File: src/include/aes_settings.svh
/* AES-128 decryption settings. Round count, number of round-key banks and
   the widths of the round-key memory address. */
`ifndef AES_SETTINGS_SVH
`define AES_SETTINGS_SVH

// AES-128 runs ten rounds, so each bank holds eleven round keys.
`define AES_ROUNDS 10

// Two banks let one job decrypt while the next job's key is expanded.
`define KEY_BANKS 2

// Width of a round index. It must reach AES_ROUNDS.
`define ROUND_BITS 4

// Width of a bank index.
`define BANK_BITS 1

`endif

File: src/verilog/aesPkg.sv
/* AES package. Block, address and job types, plus the GF(2^8) arithmetic
   behind the S-boxes, the key-expansion helpers and the inverse round steps. */
`include "aes_settings.svh"

package aesPkg;

  typedef logic [127:0] blockT; // FIPS-197 column layout with word 0 in bits 127:96.

  typedef struct packed {
    logic [`BANK_BITS-1:0]  bank;
    logic [`ROUND_BITS-1:0] round;
  } keyAddrT;

  typedef struct packed {
    blockT                 block; // Cyphertext still to be decrypted.
    logic [`BANK_BITS-1:0] bank;  // Bank that holds this job's round keys.
  } cipherJobT;

  function automatic logic [7:0] xtime(input logic [7:0] a);
    return {a[6:0], 1'b0} ^ (a[7] ? 8'h1b : 8'h00); // Multiply by x mod the AES polynomial.
  endfunction

  function automatic logic [7:0] gfMul(input logic [7:0] a, input logic [7:0] b);
    logic [7:0] acc;
    logic [7:0] p;
    acc = 8'h00;
    p   = a;
    for (int i = 0; i < 8; i++) begin
      if (b[i]) acc ^= p; // Shift-and-add over the bits of b.
      p = xtime(p);
    end
    return acc;
  endfunction

  // The inverse is a^254, the product of the squares a^2 up to a^128.
  // Zero comes out as zero, as the S-box needs.
  function automatic logic [7:0] gfInv(input logic [7:0] a);
    logic [7:0] sq;
    logic [7:0] acc;
    sq  = a;
    acc = 8'h01;
    for (int i = 1; i < 8; i++) begin
      sq  = gfMul(sq, sq);
      acc = gfMul(acc, sq);
    end
    return acc;
  endfunction

  function automatic logic [7:0] rotl8(input logic [7:0] x, input int n);
    logic [15:0] dbl;
    dbl = {x, x};
    return dbl[15-n -: 8]; // Rotate left by n bits.
  endfunction

  function automatic logic [7:0] sbox(input logic [7:0] a);
    logic [7:0] b;
    b = gfInv(a);
    return b ^ rotl8(b, 1) ^ rotl8(b, 2) ^ rotl8(b, 3) ^ rotl8(b, 4) ^ 8'h63;
  endfunction

  // The inverse affine map comes first, then the field inverse.
  function automatic logic [7:0] invSbox(input logic [7:0] a);
    return gfInv(rotl8(a, 1) ^ rotl8(a, 3) ^ rotl8(a, 6) ^ 8'h05);
  endfunction

  function automatic logic [31:0] subWord(input logic [31:0] w);
    return {sbox(w[31:24]), sbox(w[23:16]), sbox(w[15:8]), sbox(w[7:0])};
  endfunction

  function automatic logic [31:0] rotWord(input logic [31:0] w);
    return {w[23:0], w[31:24]};
  endfunction

  // Round constant for key round 1 to 10, in the top byte of the word.
  function automatic logic [31:0] rcon(input logic [`ROUND_BITS-1:0] round);
    logic [7:0] rc;
    rc = 8'h01;
    for (int i = 2; i <= `AES_ROUNDS; i++) begin
      if (round >= i) rc = xtime(rc);
    end
    return {rc, 24'h000000};
  endfunction

  function automatic blockT invShiftRows(input blockT s);
    blockT o;
    for (int c = 0; c < 4; c++) begin
      for (int r = 0; r < 4; r++) begin
        o[127-8*(4*c+r) -: 8] = s[127-8*(4*((c+4-r)%4)+r) -: 8]; // Row r moves right by r.
      end
    end
    return o;
  endfunction

  function automatic blockT invSubBytes(input blockT s);
    blockT o;
    for (int i = 0; i < 16; i++) begin
      o[8*i +: 8] = invSbox(s[8*i +: 8]);
    end
    return o;
  endfunction

  function automatic blockT invMixColumns(input blockT s);
    blockT      o;
    logic [7:0] a0, a1, a2, a3;
    for (int c = 0; c < 4; c++) begin
      a0 = s[127-32*c -: 8]; // Top byte of column c.
      a1 = s[119-32*c -: 8];
      a2 = s[111-32*c -: 8];
      a3 = s[103-32*c -: 8];
      o[127-32*c -: 8] = gfMul(a0, 8'h0e) ^ gfMul(a1, 8'h0b)
                       ^ gfMul(a2, 8'h0d) ^ gfMul(a3, 8'h09);
      o[119-32*c -: 8] = gfMul(a0, 8'h09) ^ gfMul(a1, 8'h0e)
                       ^ gfMul(a2, 8'h0b) ^ gfMul(a3, 8'h0d);
      o[111-32*c -: 8] = gfMul(a0, 8'h0d) ^ gfMul(a1, 8'h09)
                       ^ gfMul(a2, 8'h0e) ^ gfMul(a3, 8'h0b);
      o[103-32*c -: 8] = gfMul(a0, 8'h0b) ^ gfMul(a1, 8'h0d)
                       ^ gfMul(a2, 8'h09) ^ gfMul(a3, 8'h0e);
    end
    return o;
  endfunction

endpackage

File: src/verilog/keyMemBus.sv
/* Round-key memory bus. One requester's port with a same-cycle grant and
   read data that arrives one cycle after a granted read. */
`timescale 1ns/1ps

interface keyMemBus;

  logic            req;   // Held with its fields until gnt is seen.
  logic            we;    // High for a write, low for a read.
  aesPkg::keyAddrT addr;
  aesPkg::blockT   wdata;
  logic            gnt;   // The access completes in the cycle gnt is high.
  aesPkg::blockT   rdata; // Valid in the cycle after a granted read.

  // The requester side drives the request and its fields.
  modport requester (
    output req, we, addr, wdata,
    input  gnt, rdata
  );

  // The memory side answers with the grant and the read data.
  modport arbiter (
    input  req, we, addr, wdata,
    output gnt, rdata
  );

endinterface

File: src/verilog/roundKeyStore.sv
/* Round-key store. Two banks of eleven round keys behind a fixed-priority
   arbiter that always serves the inverse cipher ahead of the key scheduler. */
`timescale 1ns/1ps
`include "aes_settings.svh"

module roundKeyStore (
  input logic       clk,
  input logic       rstN,
  keyMemBus.arbiter cipherPort,
  keyMemBus.arbiter schedPort
);

  aesPkg::blockT   keys [`KEY_BANKS][`AES_ROUNDS+1]; // Indexed by bank, then round.
  aesPkg::blockT   rdataQ;   // Registered read data shared by both ports.
  aesPkg::keyAddrT selAddr;  // Address of the granted request.
  aesPkg::blockT   selWdata;
  logic            selWe;
  logic            anyGnt;

  // The cipher wins every cycle it asks. The scheduler waits until it stops.
  assign cipherPort.gnt = cipherPort.req;
  assign schedPort.gnt  = schedPort.req && !cipherPort.req;
  assign anyGnt         = cipherPort.req || schedPort.req;

  // The winner steers the single memory port.
  assign selAddr  = cipherPort.req ? cipherPort.addr  : schedPort.addr;
  assign selWdata = cipherPort.req ? cipherPort.wdata : schedPort.wdata;
  assign selWe    = cipherPort.req ? cipherPort.we    : schedPort.we;

  always_ff @(posedge clk) begin
    if (anyGnt) begin
      if (selWe) begin
        keys[selAddr.bank][selAddr.round] <= selWdata;
      end else begin
        rdataQ <= keys[selAddr.bank][selAddr.round]; // Lands one cycle after the grant.
      end
    end
  end

  // Only the port granted last cycle looks at the read data.
  assign cipherPort.rdata = rdataQ;
  assign schedPort.rdata  = rdataQ;

  // A refused scheduler request waits with its address and data unchanged.
  schedHolds: assert property (@(posedge clk) disable iff (!rstN)
    schedPort.req && !schedPort.gnt |=> schedPort.req && $stable(schedPort.addr)
      && $stable(schedPort.wdata))
    else $error("Scheduler request changed while it was stalled.");

  // The cipher only ever reads the keys the scheduler left behind.
  cipherReadsOnly: assert property (@(posedge clk) disable iff (!rstN)
    cipherPort.req |-> !cipherPort.we)
    else $error("Write request on the cipher port.");

  // Rounds past the last key would fall outside the bank.
  roundInRange: assert property (@(posedge clk) disable iff (!rstN)
    anyGnt |-> selAddr.round <= `AES_ROUNDS)
    else $error("Granted round %0d is out of range.", selAddr.round);

endmodule

File: src/flat_wrapper.sv
// flat-port wrapper written by rule: the top's interface ports become plain ports
module roundKeyStore_flat 
  (clk, rstN, cipherPort_req, cipherPort_we, cipherPort_addr, cipherPort_wdata, cipherPort_gnt, cipherPort_rdata, schedPort_req, schedPort_we, schedPort_addr, schedPort_wdata, schedPort_gnt, schedPort_rdata);
  keyMemBus cipherPort_i ();
  keyMemBus schedPort_i ();
  input logic clk;
  input logic rstN;
  input wire logic [$bits(cipherPort_i.req)-1:0] cipherPort_req;
  input wire logic [$bits(cipherPort_i.we)-1:0] cipherPort_we;
  input wire logic [$bits(cipherPort_i.addr)-1:0] cipherPort_addr;
  input wire logic [$bits(cipherPort_i.wdata)-1:0] cipherPort_wdata;
  output wire logic [$bits(cipherPort_i.gnt)-1:0] cipherPort_gnt;
  output wire logic [$bits(cipherPort_i.rdata)-1:0] cipherPort_rdata;
  input wire logic [$bits(schedPort_i.req)-1:0] schedPort_req;
  input wire logic [$bits(schedPort_i.we)-1:0] schedPort_we;
  input wire logic [$bits(schedPort_i.addr)-1:0] schedPort_addr;
  input wire logic [$bits(schedPort_i.wdata)-1:0] schedPort_wdata;
  output wire logic [$bits(schedPort_i.gnt)-1:0] schedPort_gnt;
  output wire logic [$bits(schedPort_i.rdata)-1:0] schedPort_rdata;
  assign cipherPort_i.req = cipherPort_req;
  assign cipherPort_i.we = cipherPort_we;
  assign cipherPort_i.addr = cipherPort_addr;
  assign cipherPort_i.wdata = cipherPort_wdata;
  assign cipherPort_gnt = cipherPort_i.gnt;
  assign cipherPort_rdata = cipherPort_i.rdata;
  assign schedPort_i.req = schedPort_req;
  assign schedPort_i.we = schedPort_we;
  assign schedPort_i.addr = schedPort_addr;
  assign schedPort_i.wdata = schedPort_wdata;
  assign schedPort_gnt = schedPort_i.gnt;
  assign schedPort_rdata = schedPort_i.rdata;
  roundKeyStore u_core (.clk(clk), .rstN(rstN), .cipherPort(cipherPort_i), .schedPort(schedPort_i));
endmodule
File: config.mk
export PLATFORM = sky130hd
export DESIGN_NAME = roundKeyStore_flat
export DESIGN_NICKNAME = d
export VERILOG_FILES = /design/src/verilog/aesPkg.sv /design/src/verilog/keyMemBus.sv /design/src/verilog/roundKeyStore.sv /design/src/flat_wrapper.sv
export VERILOG_INCLUDE_DIRS = /design/src /design/src/include
export SDC_FILE = /design/constraint.sdc
export NUM_CORES = 2
export LEC_CHECK = 0
export CORE_UTILIZATION = 50
export DETAILED_ROUTE_END_ITERATION = 6
export DONT_BUFFER_PORTS = 1
export GPL_TIMING_DRIVEN = 0
export PLACE_DENSITY = 0.61
export SLEW_MARGIN = 15
export SYNTH_ARGS = -nofsm -noshare
export SYNTH_HDL_FRONTEND = slang
export SYNTH_SLANG_ARGS = --single-unit
File: constraint.sdc
create_clock -name clk -period 30.7 [get_ports clk]
set_input_delay 4.605 -clock clk [delete_from_list [all_inputs] [get_ports clk]]
set_output_delay 4.605 -clock clk [all_outputs]
set_load 0.005 [all_outputs]
# After elaboration in Yosys (flattened, before gate mapping)
# Memories as Yosys holds them, arrays and structs flattened.
# Index checks and enable logic that the tools add are counted.
# Widths: inputs -> output; s select.
[word_totals] ff_bits=128 ramBits=2816 in_bits=272 n_memories=1
[classes] magnitude_cmp=2 mux=11 bitwise=2 n_reduce_logical=5
[memory_table] memory="u_core.keys" depth=2 width=1408 read_ports=1 rd_ports_with_merged_regs=0 wr=1 line_no="roundKeyStore.sv:13" text="aesPkg::blockT keys [`KEY_BANKS][`AES_ROUNDS+1];"
[op_table] operator="$mux 1408" n=1
[op_table] operator="$bmux 128 s4" n=1
[op_table] operator="$demux 128 s4" n=1
[op_table] operator="$mux 128" n=4
[op_table] operator="$ge 5x5->1 const B" n=1
[op_table] operator="$lt 5x1->1 const B" n=1
[op_table] operator="$mux 5" n=1
[op_table] operator="$not 4->5" n=1
[op_table] operator="$mux 1" n=3
[op_table] operator="$logic_and 1x1->1" n=2
[op_table] operator="$reduce_and 2->1" n=1
[op_table] operator="$logic_not 1->1" n=1
[op_table] operator="$logic_or 1x1->1" n=1
[op_table] operator="$not 1->1" n=1

# Longest topological paths before layout
[depth] ltp_word=7 ltp_mapped=10 mapped_depth_nobuf=5

# Least setup slack after synthesis
# OpenSTA, ideal clock, no wires.
[synth_path] path_type="input-to-reg" startpoint="input port cipherPort_req" endpoint="memory u_core.keys[0][384] in the netlist's numbering, enable pin" arrival_time_ps=14567 required_time_ps=29927 slack_ps=15360 cell_stages=8 path_buffers=6 path_cell_list="buf_4 > mux2_1 > buf_2 > buf_2 > buf_4 > buf_2 > buf_2 > nor3_1"
[synth_via] elab_chain_len=7
[synth_lines] element="start: declaration" line_no="flat_wrapper.sv:8" text="input wire logic [$bits(cipherPort_i.req)-1:0] cipherPort_req;"
[synth_lines] element="$mux 5" line_no="roundKeyStore.sv:26" text="assign selAddr = cipherPort.req ? cipherPort.addr : schedPort.addr;"
[synth_lines] element="$not 4->5 (implied by the code)" line_no="roundKeyStore.sv:33" text="keys[selAddr.bank][selAddr.round] <= selWdata;"
[synth_lines] element="$ge 5x5->1 (implied by the code) or $lt 5x1->1 (tied branches)" line_no="roundKeyStore.sv:33"
[synth_lines] element="$logic_and 1x1->1 (implied by the code)" line_no="roundKeyStore.sv:33"
[synth_lines] element="$mux 128 (implied by the code)" line_no="roundKeyStore.sv:33"
[synth_lines] element="$demux 128 s4" line_no="roundKeyStore.sv:33"
[synth_lines] element="$mux 1408 (implied by the code)" line_no="roundKeyStore.sv:33"
[synth_lines] element="end: declaration" line_no="roundKeyStore.sv:13"
# Parallel ways exist; a longest one is shown, timed or not.

# Worst setup path after layout
[layout_path] startpoint="input port cipherPort_req" endpoint="output port schedPort_gnt"
[layout_via] elab_chain_len=2
[layout_lines] element="$logic_not 1->1" line_no="roundKeyStore.sv:22" text="assign schedPort.gnt = schedPort.req && !cipherPort.req;"
[layout_lines] element="$logic_and 1x1->1" line_no="roundKeyStore.sv:22"
[layout_lines] element="end: declaration" line_no="flat_wrapper.sv:18" text="output wire logic [$bits(schedPort_i.gnt)-1:0] schedPort_gnt;"
# Every way passes these cells.

==> metrics <==
GRT overflow 0; synthesized instance count 6,744; Syn-to-layout area delta 15.1%; post-route ant nets 0; root buf cell clkbuf_16; total CTS buffers 315; Top delay family on crit path simple AND/OR/NAND/NOR gates; CTS clk-pin slew, worst paths 0.06 ns; Leakage Power 0.0462 uW; Avg Cell Area, Syn 17.0 sq um; post-CTS setup buffer count 0; Final Util 58.0%; fmax 0.0956 GHz; CP Data Required Time 26.10 ns; CP Capture Type primary output; crit path DAT 5.85 ns; crit-path max FO 10; Fillers 17,187; Crit Path Class in2out; Initial Util 50.4%; core area 228,000 sq um; Setup-failing EPs final 0; post-CTS sizing 0; period utilization 34.1%; syn_nets 7,016; worst hold path type reg2reg; Worst-Margin Slew 1.21 ns; Initial DRT Pass Iterations 7; final wirelength roughly 310,000 um; clk_skew approximately 0.035 ns; Critical path buffers and inverters 2; register area share after synthesis 77.1%; slowest stage delay, CP 0.85 ns; top cell type's share of synthesized area 77.1%; fin crit period 10.46 ns; worst skew pair latency 0.93 ns; PwrDens between 60 and 70 nW/um^2; initial antenna violation count 29; vias in the first global route 62,332; nets 7,742; Max-Cap Viols 0; post-route cell area 132,000 sq um; worst hold slack 0.735 ns; Cells after DPL ~10,000; first-pass GRT wire length between 400,000 and 500,000 um; Warnings, synthesis 0; failing checks design-rule violations; pin count of the biggest net entering global routing 51; Hold-fix buffers, CTS 0; Startpoint Class primary input; H-tree levels 5; PortBufs 0; Residual DRC 4; DP Area 122,000 sq um; FP Rows 175; Max rail drop VDD between 0.00004 and 0.00005 V; top post-synthesis cells by area edfxtp_1 77%, mux2i_1 10%, o22ai_1 2.8%; I/O pin count 530; Die Y 481 um; detail-routed via count per cell 5.96; Post-Syn Area approximately 110,000 sq um; Max clock buf depth 4; Final Max Slew Viols 0; DR WL/cell between 20 and 30 um; Die Area 231,000 sq um; gr usage total 26.5%; Final Wtd Congestion ~0.80; post-synthesis register bit count 2,944; RSZ-0062 raised after global routing false; fin cells between 10,000 and 15,000; outcome finished with violations; fraction of layout cells with a size suffix above 1 16.9%; DR vias 63,867; CTS tree built; TNS Setup 0 ns; Final HPWL DP 212,000 um; clock sinks between 2,000 and 3,000; starting DRC count in detailed routing 6,979; dominant cell type by area after synthesis edfxtp_1; Die W 481 um; CP Cell Sequence buf_4 > buf_4 > nor2b_1; final hold violations 0; Synth cell types 29; CP max-delay cell nor2b_1; Rel. slew slack 19.5%; crit-path most repeated cell buf_4
## cell usage in the layout (no fill, tap or decap), drive strengths merged
master and instances:
a22o 2, a2bb2oi 3, a31oi 127, buf 760, bufinv 28, clkbuf 576, clkinv 117, clkinvlp 9
diode 8, edfxtp 2944, inv 13, mux2 130, mux2i 1153, nand2 517, nand2b 5, nand3 384
nor2 2, nor2b 1, nor3 22, o211ai 1, o21ai 384, o22a 2, o22ai 513, o2bb2ai 1
o32a 2, o32ai 2
## power by group
part	internal, uW	switching [uW]	leakage, uW
logic	193	448	0.0148
clock network	2150	1510	0.00477
registers	4520	19.1	0.0266
total	6860	1980	0.0462
## synth_stat cells (all sizes together)
library cell,count
o22ai,513
o211ai,1
a31oi,127
nand2,517
nand2b,5
nand3,384
o2bb2ai,1
inv,6
nor2b,1
a2bb2oi,3
nor3,22
o32ai,2
a22o,2
o21ai,384
o32a,2
nor2,2
mux2i,1153
mux2,130
clkbuf,192
edfxtp,2944
o22a,2
buf,351
## path summary, 6_finish.rpt
check                       from                            to  slack (ns)  cells after the start
max reg2reg  u_core.keys[1][871]  u_core.cipherPort.rdata[103]       28.95                      4
max               cipherPort_req                 schedPort_gnt       20.24                      3
min reg2reg  u_core.keys[0][172]   u_core.cipherPort.rdata[44]        0.73                      4
min          u_core.keys[0][172]   u_core.cipherPort.rdata[44]        0.73                      4
## worst reg2reg max path: stages (launching register included)
cell      delay (ns)
edfxtp_1        0.36
mux2i_1         0.19
o22ai_1         0.12
o21ai_1         0.49
nand3_1         0.28
## registers in the layout (all words and copies together) (netlist names)
name                     flops
u_core.keys               2816
u_core.cipherPort.rdata    128
## area by class of cell
type | count | area (sq um) | area share (%)
repair buffers | 409 | 3630 | 2.75
inverters | 6 | 22.5 | 0.0171
flip-flops and latches | 2944 | 88400 | 67.0
multi-input cells | 3251 | 23200 | 17.6
well taps | 3009 | 3760 | 2.85
plain buffers | 543 | 3180 | 2.41
diodes | 8 | 20.0 | 0.0152
clock inverters | 161 | 1480 | 1.12
clock buffers | 384 | 8310 | 6.30
## metrics by stage
step	worst slack, ns	power [uW]
after CTS	20.22	8890
final	20.24	8850
after detailed placement	20.22	5260
after global placement	4.82	5260
after floorplan	15.36	5010
after global routing	20.30	9090
## metal layers
metal | global-route usage (%) | wire [um] | vias to the layer above
met5 | 0 | 92 | -
met2 | 41.4 | 144000 | 2782
met4 | 8.53 | 9380 | 10
li1 | - | - | 27909
met3 | 5.17 | 25200 | 456
met1 | 37.4 | 131000 | 32710
## kinds of logic after synthesis
family                 synth area share [%]
and+or+nand+nor                        3.50
AOI/OAI and AO/OA                      5.28
DFF                                    77.1
buffers and inverters                  2.77
muxes                                  11.3
Power figures use the tool's default switching activity.
