<file path="src/include/aes_settings.svh">
/* AES-128 decryption settings. Round count, number of round-key banks and
   the widths of the round-key memory address. */
`ifndef AES_SETTINGS_SVH
`define AES_SETTINGS_SVH

// AES-128 runs ten rounds, so each bank holds eleven round keys.
`define AES_ROUNDS 10

// Two banks let one job decrypt while the next job's key is expanded.
`define KEY_BANKS 2

// Width of a round index. It must reach AES_ROUNDS.
`define ROUND_BITS 4

// Width of a bank index.
`define BANK_BITS 1

`endif

</file>
<file path="src/verilog/aesPkg.sv">
/* AES package. Block, address and job types, plus the GF(2^8) arithmetic
   behind the S-boxes, the key-expansion helpers and the inverse round steps. */
`include "aes_settings.svh"

package aesPkg;

  typedef logic [127:0] blockT; // FIPS-197 column layout with word 0 in bits 127:96.

  typedef struct packed {
    logic [`BANK_BITS-1:0]  bank;
    logic [`ROUND_BITS-1:0] round;
  } keyAddrT;

  typedef struct packed {
    blockT                 block; // Cyphertext still to be decrypted.
    logic [`BANK_BITS-1:0] bank;  // Bank that holds this job's round keys.
  } cipherJobT;

  function automatic logic [7:0] xtime(input logic [7:0] a);
    return {a[6:0], 1'b0} ^ (a[7] ? 8'h1b : 8'h00); // Multiply by x mod the AES polynomial.
  endfunction

  function automatic logic [7:0] gfMul(input logic [7:0] a, input logic [7:0] b);
    logic [7:0] acc;
    logic [7:0] p;
    acc = 8'h00;
    p   = a;
    for (int i = 0; i < 8; i++) begin
      if (b[i]) acc ^= p; // Shift-and-add over the bits of b.
      p = xtime(p);
    end
    return acc;
  endfunction

  // The inverse is a^254, the product of the squares a^2 up to a^128.
  // Zero comes out as zero, as the S-box needs.
  function automatic logic [7:0] gfInv(input logic [7:0] a);
    logic [7:0] sq;
    logic [7:0] acc;
    sq  = a;
    acc = 8'h01;
    for (int i = 1; i < 8; i++) begin
      sq  = gfMul(sq, sq);
      acc = gfMul(acc, sq);
    end
    return acc;
  endfunction

  function automatic logic [7:0] rotl8(input logic [7:0] x, input int n);
    logic [15:0] dbl;
    dbl = {x, x};
    return dbl[15-n -: 8]; // Rotate left by n bits.
  endfunction

  function automatic logic [7:0] sbox(input logic [7:0] a);
    logic [7:0] b;
    b = gfInv(a);
    return b ^ rotl8(b, 1) ^ rotl8(b, 2) ^ rotl8(b, 3) ^ rotl8(b, 4) ^ 8'h63;
  endfunction

  // The inverse affine map comes first, then the field inverse.
  function automatic logic [7:0] invSbox(input logic [7:0] a);
    return gfInv(rotl8(a, 1) ^ rotl8(a, 3) ^ rotl8(a, 6) ^ 8'h05);
  endfunction

  function automatic logic [31:0] subWord(input logic [31:0] w);
    return {sbox(w[31:24]), sbox(w[23:16]), sbox(w[15:8]), sbox(w[7:0])};
  endfunction

  function automatic logic [31:0] rotWord(input logic [31:0] w);
    return {w[23:0], w[31:24]};
  endfunction

  // Round constant for key round 1 to 10, in the top byte of the word.
  function automatic logic [31:0] rcon(input logic [`ROUND_BITS-1:0] round);
    logic [7:0] rc;
    rc = 8'h01;
    for (int i = 2; i <= `AES_ROUNDS; i++) begin
      if (round >= i) rc = xtime(rc);
    end
    return {rc, 24'h000000};
  endfunction

  function automatic blockT invShiftRows(input blockT s);
    blockT o;
    for (int c = 0; c < 4; c++) begin
      for (int r = 0; r < 4; r++) begin
        o[127-8*(4*c+r) -: 8] = s[127-8*(4*((c+4-r)%4)+r) -: 8]; // Row r moves right by r.
      end
    end
    return o;
  endfunction

  function automatic blockT invSubBytes(input blockT s);
    blockT o;
    for (int i = 0; i < 16; i++) begin
      o[8*i +: 8] = invSbox(s[8*i +: 8]);
    end
    return o;
  endfunction

  function automatic blockT invMixColumns(input blockT s);
    blockT      o;
    logic [7:0] a0, a1, a2, a3;
    for (int c = 0; c < 4; c++) begin
      a0 = s[127-32*c -: 8]; // Top byte of column c.
      a1 = s[119-32*c -: 8];
      a2 = s[111-32*c -: 8];
      a3 = s[103-32*c -: 8];
      o[127-32*c -: 8] = gfMul(a0, 8'h0e) ^ gfMul(a1, 8'h0b)
                       ^ gfMul(a2, 8'h0d) ^ gfMul(a3, 8'h09);
      o[119-32*c -: 8] = gfMul(a0, 8'h09) ^ gfMul(a1, 8'h0e)
                       ^ gfMul(a2, 8'h0b) ^ gfMul(a3, 8'h0d);
      o[111-32*c -: 8] = gfMul(a0, 8'h0d) ^ gfMul(a1, 8'h09)
                       ^ gfMul(a2, 8'h0e) ^ gfMul(a3, 8'h0b);
      o[103-32*c -: 8] = gfMul(a0, 8'h0b) ^ gfMul(a1, 8'h0d)
                       ^ gfMul(a2, 8'h09) ^ gfMul(a3, 8'h0e);
    end
    return o;
  endfunction

endpackage

</file>
<file path="src/verilog/keyMemBus.sv">
/* Round-key memory bus. One requester's port with a same-cycle grant and
   read data that arrives one cycle after a granted read. */
`timescale 1ns/1ps

interface keyMemBus;

  logic            req;   // Held with its fields until gnt is seen.
  logic            we;    // High for a write, low for a read.
  aesPkg::keyAddrT addr;
  aesPkg::blockT   wdata;
  logic            gnt;   // The access completes in the cycle gnt is high.
  aesPkg::blockT   rdata; // Valid in the cycle after a granted read.

  // The requester side drives the request and its fields.
  modport requester (
    output req, we, addr, wdata,
    input  gnt, rdata
  );

  // The memory side answers with the grant and the read data.
  modport arbiter (
    input  req, we, addr, wdata,
    output gnt, rdata
  );

endinterface

</file>
<file path="src/verilog/keyScheduler.sv">
/* AES-128 key scheduler. Takes a job on start, writes round keys 0 to 10
   into the next free bank and hands the job to the inverse cipher. */
`timescale 1ns/1ps
`include "aes_settings.svh"

module keyScheduler (
  input  logic              clk,
  input  logic              rstN,
  input  logic              start,
  input  aesPkg::blockT     key,
  input  aesPkg::blockT     cyphertext,
  output logic              ready,
  output logic              keysReady,
  output aesPkg::cipherJobT job,
  keyMemBus.requester       mem
);

  logic                   busy;     // Expansion in progress.
  logic [`ROUND_BITS-1:0] round;    // Round key being written.
  logic [`BANK_BITS-1:0]  curBank;  // Bank of the job in progress.
  logic [`BANK_BITS-1:0]  nextBank; // Bank the next job will use.
  aesPkg::blockT          roundKey; // Current round key.
  aesPkg::blockT          nextKey;  // Round key that follows it.
  aesPkg::blockT          blockQ;   // Cyphertext travelling with the job.
  logic [31:0]            temp;
  logic                   accept;
  logic                   lastWrite;

  assign ready     = !busy;
  assign accept    = start && !busy; // A start while busy is dropped.
  assign lastWrite = busy && mem.gnt && (round == `ROUND_BITS'(`AES_ROUNDS));

  // One step of the forward expansion. Each word folds in the word before it.
  assign temp = aesPkg::subWord(aesPkg::rotWord(roundKey[31:0]))
              ^ aesPkg::rcon(round + `ROUND_BITS'(1));
  assign nextKey[127:96] = roundKey[127:96] ^ temp;
  assign nextKey[95:64]  = roundKey[95:64]  ^ nextKey[127:96];
  assign nextKey[63:32]  = roundKey[63:32]  ^ nextKey[95:64];
  assign nextKey[31:0]   = roundKey[31:0]   ^ nextKey[63:32];

  always_ff @(posedge clk or negedge rstN) begin
    if (!rstN) begin
      busy      <= 1'b0;
      round     <= '0;
      curBank   <= '0;
      nextBank  <= '0;
      keysReady <= 1'b0;
    end else begin
      keysReady <= lastWrite; // One-cycle strobe after round 10 is written.
      if (accept) begin
        busy     <= 1'b1;
        round    <= '0;
        curBank  <= nextBank;
        nextBank <= (nextBank == `BANK_BITS'(`KEY_BANKS - 1)) ? '0
                                                             : nextBank + `BANK_BITS'(1);
      end else if (lastWrite) begin
        busy <= 1'b0;
      end else if (busy && mem.gnt) begin
        round <= round + `ROUND_BITS'(1); // Advance only when the write went in.
      end
    end
  end

  always_ff @(posedge clk) begin
    if (accept) begin
      roundKey <= key; // Round key 0 is the cipher key itself.
      blockQ   <= cyphertext;
    end else if (busy && mem.gnt) begin
      roundKey <= nextKey;
    end
  end

  assign mem.req   = busy;
  assign mem.we    = 1'b1; // The scheduler only writes.
  assign mem.addr  = '{bank: curBank, round: round};
  assign mem.wdata = roundKey;

  // The registers stay put until the next accepted start, so job is still valid at keysReady.
  assign job = '{block: blockQ, bank: curBank};

  roundBound: assert property (@(posedge clk) disable iff (!rstN)
    busy |-> round <= `AES_ROUNDS)
    else $error("Key round %0d passed the last round.", round);

endmodule

</file>
<file path="src/flat_wrapper.sv">
// flat-port wrapper written by rule: the top's interface ports become plain ports
module keyScheduler_flat 
  (clk, rstN, start, key, cyphertext, ready, keysReady, job, mem_req, mem_we, mem_addr, mem_wdata, mem_gnt, mem_rdata);
  keyMemBus mem_i ();
  input  logic clk;
  input  logic rstN;
  input  logic start;
  input  aesPkg::blockT key;
  input  aesPkg::blockT cyphertext;
  output logic ready;
  output logic keysReady;
  output aesPkg::cipherJobT job;
  output wire logic [$bits(mem_i.req)-1:0] mem_req;
  output wire logic [$bits(mem_i.we)-1:0] mem_we;
  output wire logic [$bits(mem_i.addr)-1:0] mem_addr;
  output wire logic [$bits(mem_i.wdata)-1:0] mem_wdata;
  input wire logic [$bits(mem_i.gnt)-1:0] mem_gnt;
  input wire logic [$bits(mem_i.rdata)-1:0] mem_rdata;
  assign mem_req = mem_i.req;
  assign mem_we = mem_i.we;
  assign mem_addr = mem_i.addr;
  assign mem_wdata = mem_i.wdata;
  assign mem_i.gnt = mem_gnt;
  assign mem_i.rdata = mem_rdata;
  keyScheduler u_core (.clk(clk), .rstN(rstN), .start(start), .key(key), .cyphertext(cyphertext), .ready(ready), .keysReady(keysReady), .job(job), .mem(mem_i));
endmodule
</file>
<file path="config.mk">
export PLATFORM = sky130hd
export DESIGN_NAME = keyScheduler_flat
export DESIGN_NICKNAME = d
export VERILOG_FILES = /design/src/verilog/aesPkg.sv /design/src/verilog/keyMemBus.sv /design/src/verilog/keyScheduler.sv /design/src/flat_wrapper.sv
export VERILOG_INCLUDE_DIRS = /design/src /design/src/include
export SDC_FILE = /design/constraint.sdc
export NUM_CORES = 2
export LEC_CHECK = 0
export BUFFER_PORTS_ARGS = -buffer_cell sky130_fd_sc_hd__buf_2
export CAP_MARGIN = 40
export CORE_MARGIN = 2
export CORE_UTILIZATION = 35
export CTS_CLUSTER_DIAMETER = 30
export DETAILED_ROUTE_END_ITERATION = 12
export HOLD_SLACK_MARGIN = 0.02
export SYNTH_ARGS = -nofsm -noshare
export SYNTH_HDL_FRONTEND = slang
export SYNTH_SLANG_ARGS = --single-unit
</file>
<file path="constraint.sdc">
create_clock -name clk -period 23.7 [get_ports clk]
set_input_delay 2.37 -clock clk [delete_from_list [all_inputs] [get_ports clk]]
set_output_delay 2.37 -clock clk [all_outputs]
set_load 0.02 [all_outputs]
</file>
# ---- Yosys cells after proc, flatten, opt, wreduce, memory -nomap -nowiden
# Cells that the tools add are included.
dict set report op_classes {
  bitwise_logic 789
  magnitude_cmp 9
  n_div 0
  eq_ne 2
  n_mux 837
  reduce_logical 7
  n_mul 0
  addsub 2
  n_shift 0
}
# operator n
set ops {}
lappend ops {{$xor A8 B8 Y8} 751}
lappend ops {{$mux W8} 428}
lappend ops {{$mux W5} 376}
lappend ops {{$mux W128} 2}
lappend ops {{$xor A32 B32 Y32} 5}
lappend ops {{$mux W4} 7}
lappend ops {{$mux W7} 4}
lappend ops {{$not A1 Y1 const A} 28}
lappend ops {{$mux W6} 4}
lappend ops {{$ge A4 B3 Y1 const B} 4}
lappend ops {{$not A4 Y4} 4}
lappend ops {{$ge A4 B4 Y1 const B} 3}
lappend ops {{$mux W3} 4}
lappend ops {{$mux W2} 5}
lappend ops {{$ge A4 B2 Y1 const B} 2}
lappend ops {{$xor A3 B8 Y8} 1}
lappend ops {{$mux W1} 7}
lappend ops {{$add A4 B1 Y4 const B} 1}
lappend ops {{$eq A4 B4 Y1 const B} 1}
lappend ops {{$reduce_bool A2 Y1} 2}
lappend ops {{$logic_and A1 B1 Y1} 3}
lappend ops {{$ne A2 B1 Y1 const B} 1}
lappend ops {{$reduce_and A2 Y1} 1}
lappend ops {{$add A1 B1 Y1 const B} 1}
lappend ops {{$logic_not A1 Y1} 1}
dict set report word_totals {
  word_cells 1653
  n_memories 0
  out_inout_bits 266
  latch_bits 0
  rom_bits 0
  register_bits 264
  inputBits 388
  mem_bits_rw 0
}

# ---- Depth between registers and ports, before layout
dict set report depth {
  word_depth 139
  ltp_mapped 67
  mapped_depth_nobuf 56
}

# ---- Worst setup path before layout
# OpenSTA, ideal clock, no wires.
dict set report synth_path {
  path_kind {register -> register}
  from {register u_core.roundKey[16], in the netlist u_core.mem.wdata[16]}
  to {register u_core.roundKey[30], in the netlist u_core.mem.wdata[30], data pin}
  synth_period_minus_slack_ps 16513
  arrival_time_ps 16253
  required_ps 23440
  path_slack_ps 7187
  path_buffers 7
  setup_time_ps 260
  path_stages_with_launch 61
  path_cell_list {edfxtp_1 -> ha_1 -> buf_2 -> or4bb_1 -> o21ai_1 -> nor2_1 -> xnor3_1 -> inv_1 -> ha_1 -> clkbuf_1 -> xnor2_1 -> xnor3_1 -> nand2b_1 -> a31oi_1 -> xnor3_1 -> inv_1 -> buf_2 -> ha_1 -> [25 not listed] -> a311o_1 -> o22a_1 -> mux2_1 -> or4_4 -> a211o_1 -> buf_6 -> a21oi_2 -> xnor3_1 -> xnor3_2 -> nor2_1 -> xnor2_2 -> xnor3_1 -> xnor2_2 -> xor3_1 -> xnor3_2 -> xnor2_2 -> xnor2_1 -> mux2_2}
}
dict set report synth_between {
  elab_chain_len 135
  elab_cells_between_ends 390
  classes_between {198 x mux; 192 x bitwise}
}
# item line
set synth_lines {}
lappend synth_lines {{start, declared} keyScheduler.sv:22} ;# aesPkg::blockT roundKey;
lappend synth_lines {{start signal, assigned} keyScheduler.sv:66} ;# roundKey <= key;
lappend synth_lines {{start signal, assigned} keyScheduler.sv:69} ;# roundKey <= nextKey;
lappend synth_lines {{$mux W8} aesPkg.sv:29} ;# if (b[i]) acc ^= p;
lappend synth_lines {{$xor A8 B8 Y8} aesPkg.sv:29}
lappend synth_lines {{$mux W8} aesPkg.sv:29}
lappend synth_lines {{$xor A8 B8 Y8} aesPkg.sv:29}
lappend synth_lines {{$mux W8} aesPkg.sv:29}
lappend synth_lines {{$xor A8 B8 Y8} aesPkg.sv:29}
lappend synth_lines {{$mux W8} aesPkg.sv:29}
lappend synth_lines {{$xor A8 B8 Y8} aesPkg.sv:29}
lappend synth_lines {{[119 not listed]} -}
lappend synth_lines {{$not A4 Y4 (no source line) *} -}
lappend synth_lines {{$xor A32 B32 Y32 *} keyScheduler.sv:34} ;# assign temp = aesPkg::subWord(aesPkg::rotWord(roundKey[31:0]))
lappend synth_lines {{$xor A32 B32 Y32 *} keyScheduler.sv:36} ;# assign nextKey[127:96] = roundKey[127:96] ^ temp;
lappend synth_lines {{$xor A32 B32 Y32 *} keyScheduler.sv:37} ;# assign nextKey[95:64] = roundKey[95:64] ^ nextKey[127:96];
lappend synth_lines {{$xor A32 B32 Y32 *} keyScheduler.sv:38} ;# assign nextKey[63:32] = roundKey[63:32] ^ nextKey[95:64];
lappend synth_lines {{$xor A32 B32 Y32 *} keyScheduler.sv:39} ;# assign nextKey[31:0] = roundKey[31:0] ^ nextKey[63:32];
lappend synth_lines {{$mux W128 *} keyScheduler.sv:68} ;# end else if (busy && mem.gnt) begin
lappend synth_lines {{$mux W128 *} keyScheduler.sv:65} ;# if (accept) begin
# Mark *: on every way between the ends. The rest lies on a longest branch, timed or not. The select of a mux whose other input is x is not followed.
# A chain may end at the register's enable or synchronous reset.

# ---- Final worst setup path
# Ends and elaborated chain as after synthesis.

==> results by group <==
Detailed routing
  – Via count: 65,961
  – Aggregate routed wire length: 228 mm
  – Drt initial violations: 6,178
  – Routed wire length per instance: 19.2 um
  – Detail Route Antenna Nets: 0
  – Drt first pass iters: 6
  – DRC Markers: 0
  – Via-to-Cell Ratio: 5.54

Clock tree
  – Clock latency on the worst-skew pair: 0.65 ns
  – Post-CTS Resized: 0
  – Hold-fix buffers, CTS: 0
  – Setup bufs post-CTS: 0
  – H-tree depth: 2
  – CTS max path bufs: 3
  – Clock transition at the registers of the reported paths: 0.06 ns
  – TritonCTS Buffers: 57
  – Clock root buffer: clkbuf_16
  – CTS tree: yes
  – Sink Count: 264

GRT
  – GRT Overall Usage: 21.2%
  – Largest net degree at the start of global routing: 119
  – Grt ovf: 0
  – First-pass GRT wire length: 357 mm
  – Via count of the first global-routing pass: 62,686
  – Initial antenna violation count: 13

Synth
  – Post-synth EDFFs: 256
  – Share of the synthesized area in the top cell type: 20.7%
  – Most common cell in the netlist: xnor2_1
  – Netlist Area Pre-Place: 70,500 sq um
  – Synth area leader: xnor2_1
  – Post-synth top cells: xnor2_1, nor2_1, nand2_1
  – Syn Inst Count: 8,902
  – Syn nets: 9,315
  – FFs w/ async S/R, synth: 3.03%
  – Synth unique cells: 130
  – Mean Syn Cell Area: 7.92 sq um
  – Synth Warn #: 0
  – Synthesis-stage register bit count: 264
  – Top cells by area, synth: xnor2_1, xnor3_1, edfxtp_1
  – Synth Flop Type: edfxtp_1
  – Sequential area share after synthesis: 11.2%

Timing
  – Fmax: 50.6 MHz
  – Fin Setup TNS: 0 ns
  – Worst Tran Pin Value: 1.00 ns
  – Final cycle utilization of the critical path: 83.4%
  – Tmin final: 19.78 ns
  – Final Hold Fails: 0
  – Relative slew slack: 32.8%
  – Final setup vio count: 0
  – Clk_skew: 0.0563 ns
  – Slew Viols, Final: 0
  – RSZ-0062 raised after global routing: false

Critical path
  – R2r startpoint: u_core.mem.wdata[16]
  – CP startpoint kind: flop
  – Top cell by count, worst path: xnor2_1
  – Slowest stage cell, crit path: xnor3_1
  – Peak fanout along the critical path: 32
  – Worst setup EP type: flop
  – R2R Setup Slk: 3.92 ns
  – Setup CP Type: flop to flop
  – Reg2reg path depth: 55
  – Data arrival, critical path: 20.18 ns
  – Worst flop-to-flop path endpoint: u_core.mem.wdata[30]
  – Largest stage delay on the critical path: 0.75 ns
  – CP required: 24.11 ns

Placement
  – RD Place Congestion: 0.916
  – IO Port Bufs: 524
  – Detail Placement HPWL: 169 mm

Finish
  – Area delta synth->final: 11.5%
  – Final net count: 9,603
  – Layout cell share with drive strength beyond 1: 13.8%
  – Fillers: 20,313

Hold path
  – Worst hold-check path type: flop to flop
  – Hold path start: u_core.nextBank
  – Min-Delay Endpoint: u_core.nextBank
  – Hold path cells: 1

Flow run
  – Max_cap viols: 0

Floorplanning
  – Core Area: 200,000 sq um
  – Boundary Pins: 654
  – Die extent in x: 453 um
  – Starting Density: 35.3%
  – Die Y: 453 um
  – Rows: 164
  – DIE AREA: 205,000 sq um

Outcome
  – Status: complete, no violations
## flip-flops by register name, indices dropped and copies added (netlist names)
register	count
u_core.nextBank	1
u_core.curBank	1
u_core.mem.req	1
u_core.keysReady	1
u_core.blockQ	128
u_core.round	4
u_core.mem.wdata	128
## routing by layer
metal / part of all wire, % / global-route usage, % / vias up
met3: 5.6 / 1.92 / 331
met2: 48 / 35.7 / 2379
li1: - / - / 31585
met1: 42 / 27.2 / 31664
met4: 5.1 / 10.3 / 2
met5: 0.0057 / 0 / -
## how the worst max path moves through the flow
stage,startpoint,end,slack [ns],cells after the start
CTS,u_core.mem.wdata[16],u_core.mem.wdata[30],4.12,55
detailed placement,u_core.mem.wdata[16],u_core.mem.wdata[30],4.19,55
floorplan,u_core.mem.wdata[16],u_core.mem.wdata[30],7.19,60
global route,u_core.mem.wdata[23],u_core.mem.wdata[30],2.63,56
finish,u_core.mem.wdata[16],u_core.mem.wdata[30],3.92,55
global placement,u_core.mem.wdata[7],u_core.mem.wdata[11],3.78,51
## area by class of cell
type | instances | area (sq um) | share of cell area [%]
flip-flops and latches | 264 | 7890 | 10.0
clock inverters | 47 | 500 | 0.637
repair buffers | 836 | 5040 | 6.42
clock buffers | 59 | 1430 | 1.82
diodes | 16 | 40.0 | 0.0509
inverters | 97 | 372 | 0.473
multi-input cells | 7934 | 60000 | 76.3
well taps | 2656 | 3320 | 4.23
## logic make-up (layout without fill, tap and decap cells)
group                      after synthesis  count (layout)  synth area share [%]
and+or+nand+nor                       3162            3162                  19.7
xor gates and xnor gates              2706            2706                  44.0
AOI/OAI and AO/OA                     1789            1789                  16.6
buffers and inverters                  704            1039                  4.23
DFF                                    264             264                  11.2
muxes                                  250             250                  3.71
adders and majority gates               26              26                 0.458
other                                    1              17               0.00532
## cells in the final DEF, fill, tap and decap left out, types with 32 or more instances in the layout
| cell type | n |
|---|---|
| nor2b_1 | 62 |
| o21a_1 | 35 |
| buf_4 | 298 |
| mux2_2 | 54 |
| nor3_1 | 212 |
| o22ai_1 | 105 |
| and3_1 | 52 |
| xor3_1 | 57 |
| nand4_1 | 41 |
| a221oi_1 | 41 |
| a21oi_1 | 444 |
| a31oi_1 | 82 |
| nand3_1 | 188 |
| or3_1 | 55 |
| clkbuf_16 | 57 |
| nand2_1 | 933 |
| inv_1 | 81 |
| a22oi_1 | 67 |
| edfxtp_1 | 256 |
| xnor2_2 | 107 |
| xor2_1 | 462 |
| xnor2_1 | 1631 |
| xor2_2 | 37 |
| o21ai_0 | 410 |
| and2_1 | 61 |
| o211ai_1 | 73 |
| o31ai_1 | 32 |
| buf_2 | 526 |
| mux2i_1 | 190 |
| xnor3_1 | 380 |
| nand2b_1 | 77 |
| nor2_1 | 1303 |
| a211oi_1 | 83 |
## worst max-delay path: cells and delay by family (launching register included)
family,cells,cell delay (ns)
xor gates and xnor gates,17,6.65
and+or+nand+nor,12,3.62
AOI/OAI and AO/OA,11,3.61
buffers and inverters,7,2.32
adders and majority gates,4,1.89
muxes,4,1.00
DFF,1,0.35
## stage by stage
step / setup slack [ns] / instance area (sq um) / cells / utilization, % / hold slack [ns]
2_1_floorplan: 7.19 / 70500 / 8902 / - / 0.441
3_3_place_gp: 3.78 / 76200 / 11738 / 38.1 / 0.455
4_1_cts: 4.12 / 78600 / 11892 / 39.3 / 0.480
6_report: 3.92 / 78600 / 11909 / 39.3 / 0.487
5_1_grt: 2.63 / 78600 / 11906 / 39.3 / 0.505
3_5_place_dp: 4.19 / 76600 / 11786 / 38.3 / 0.468
Power is left out: the tool's default activity adds up to more than one toggle a clock period on the data nets, which glitch-free logic cannot reach.
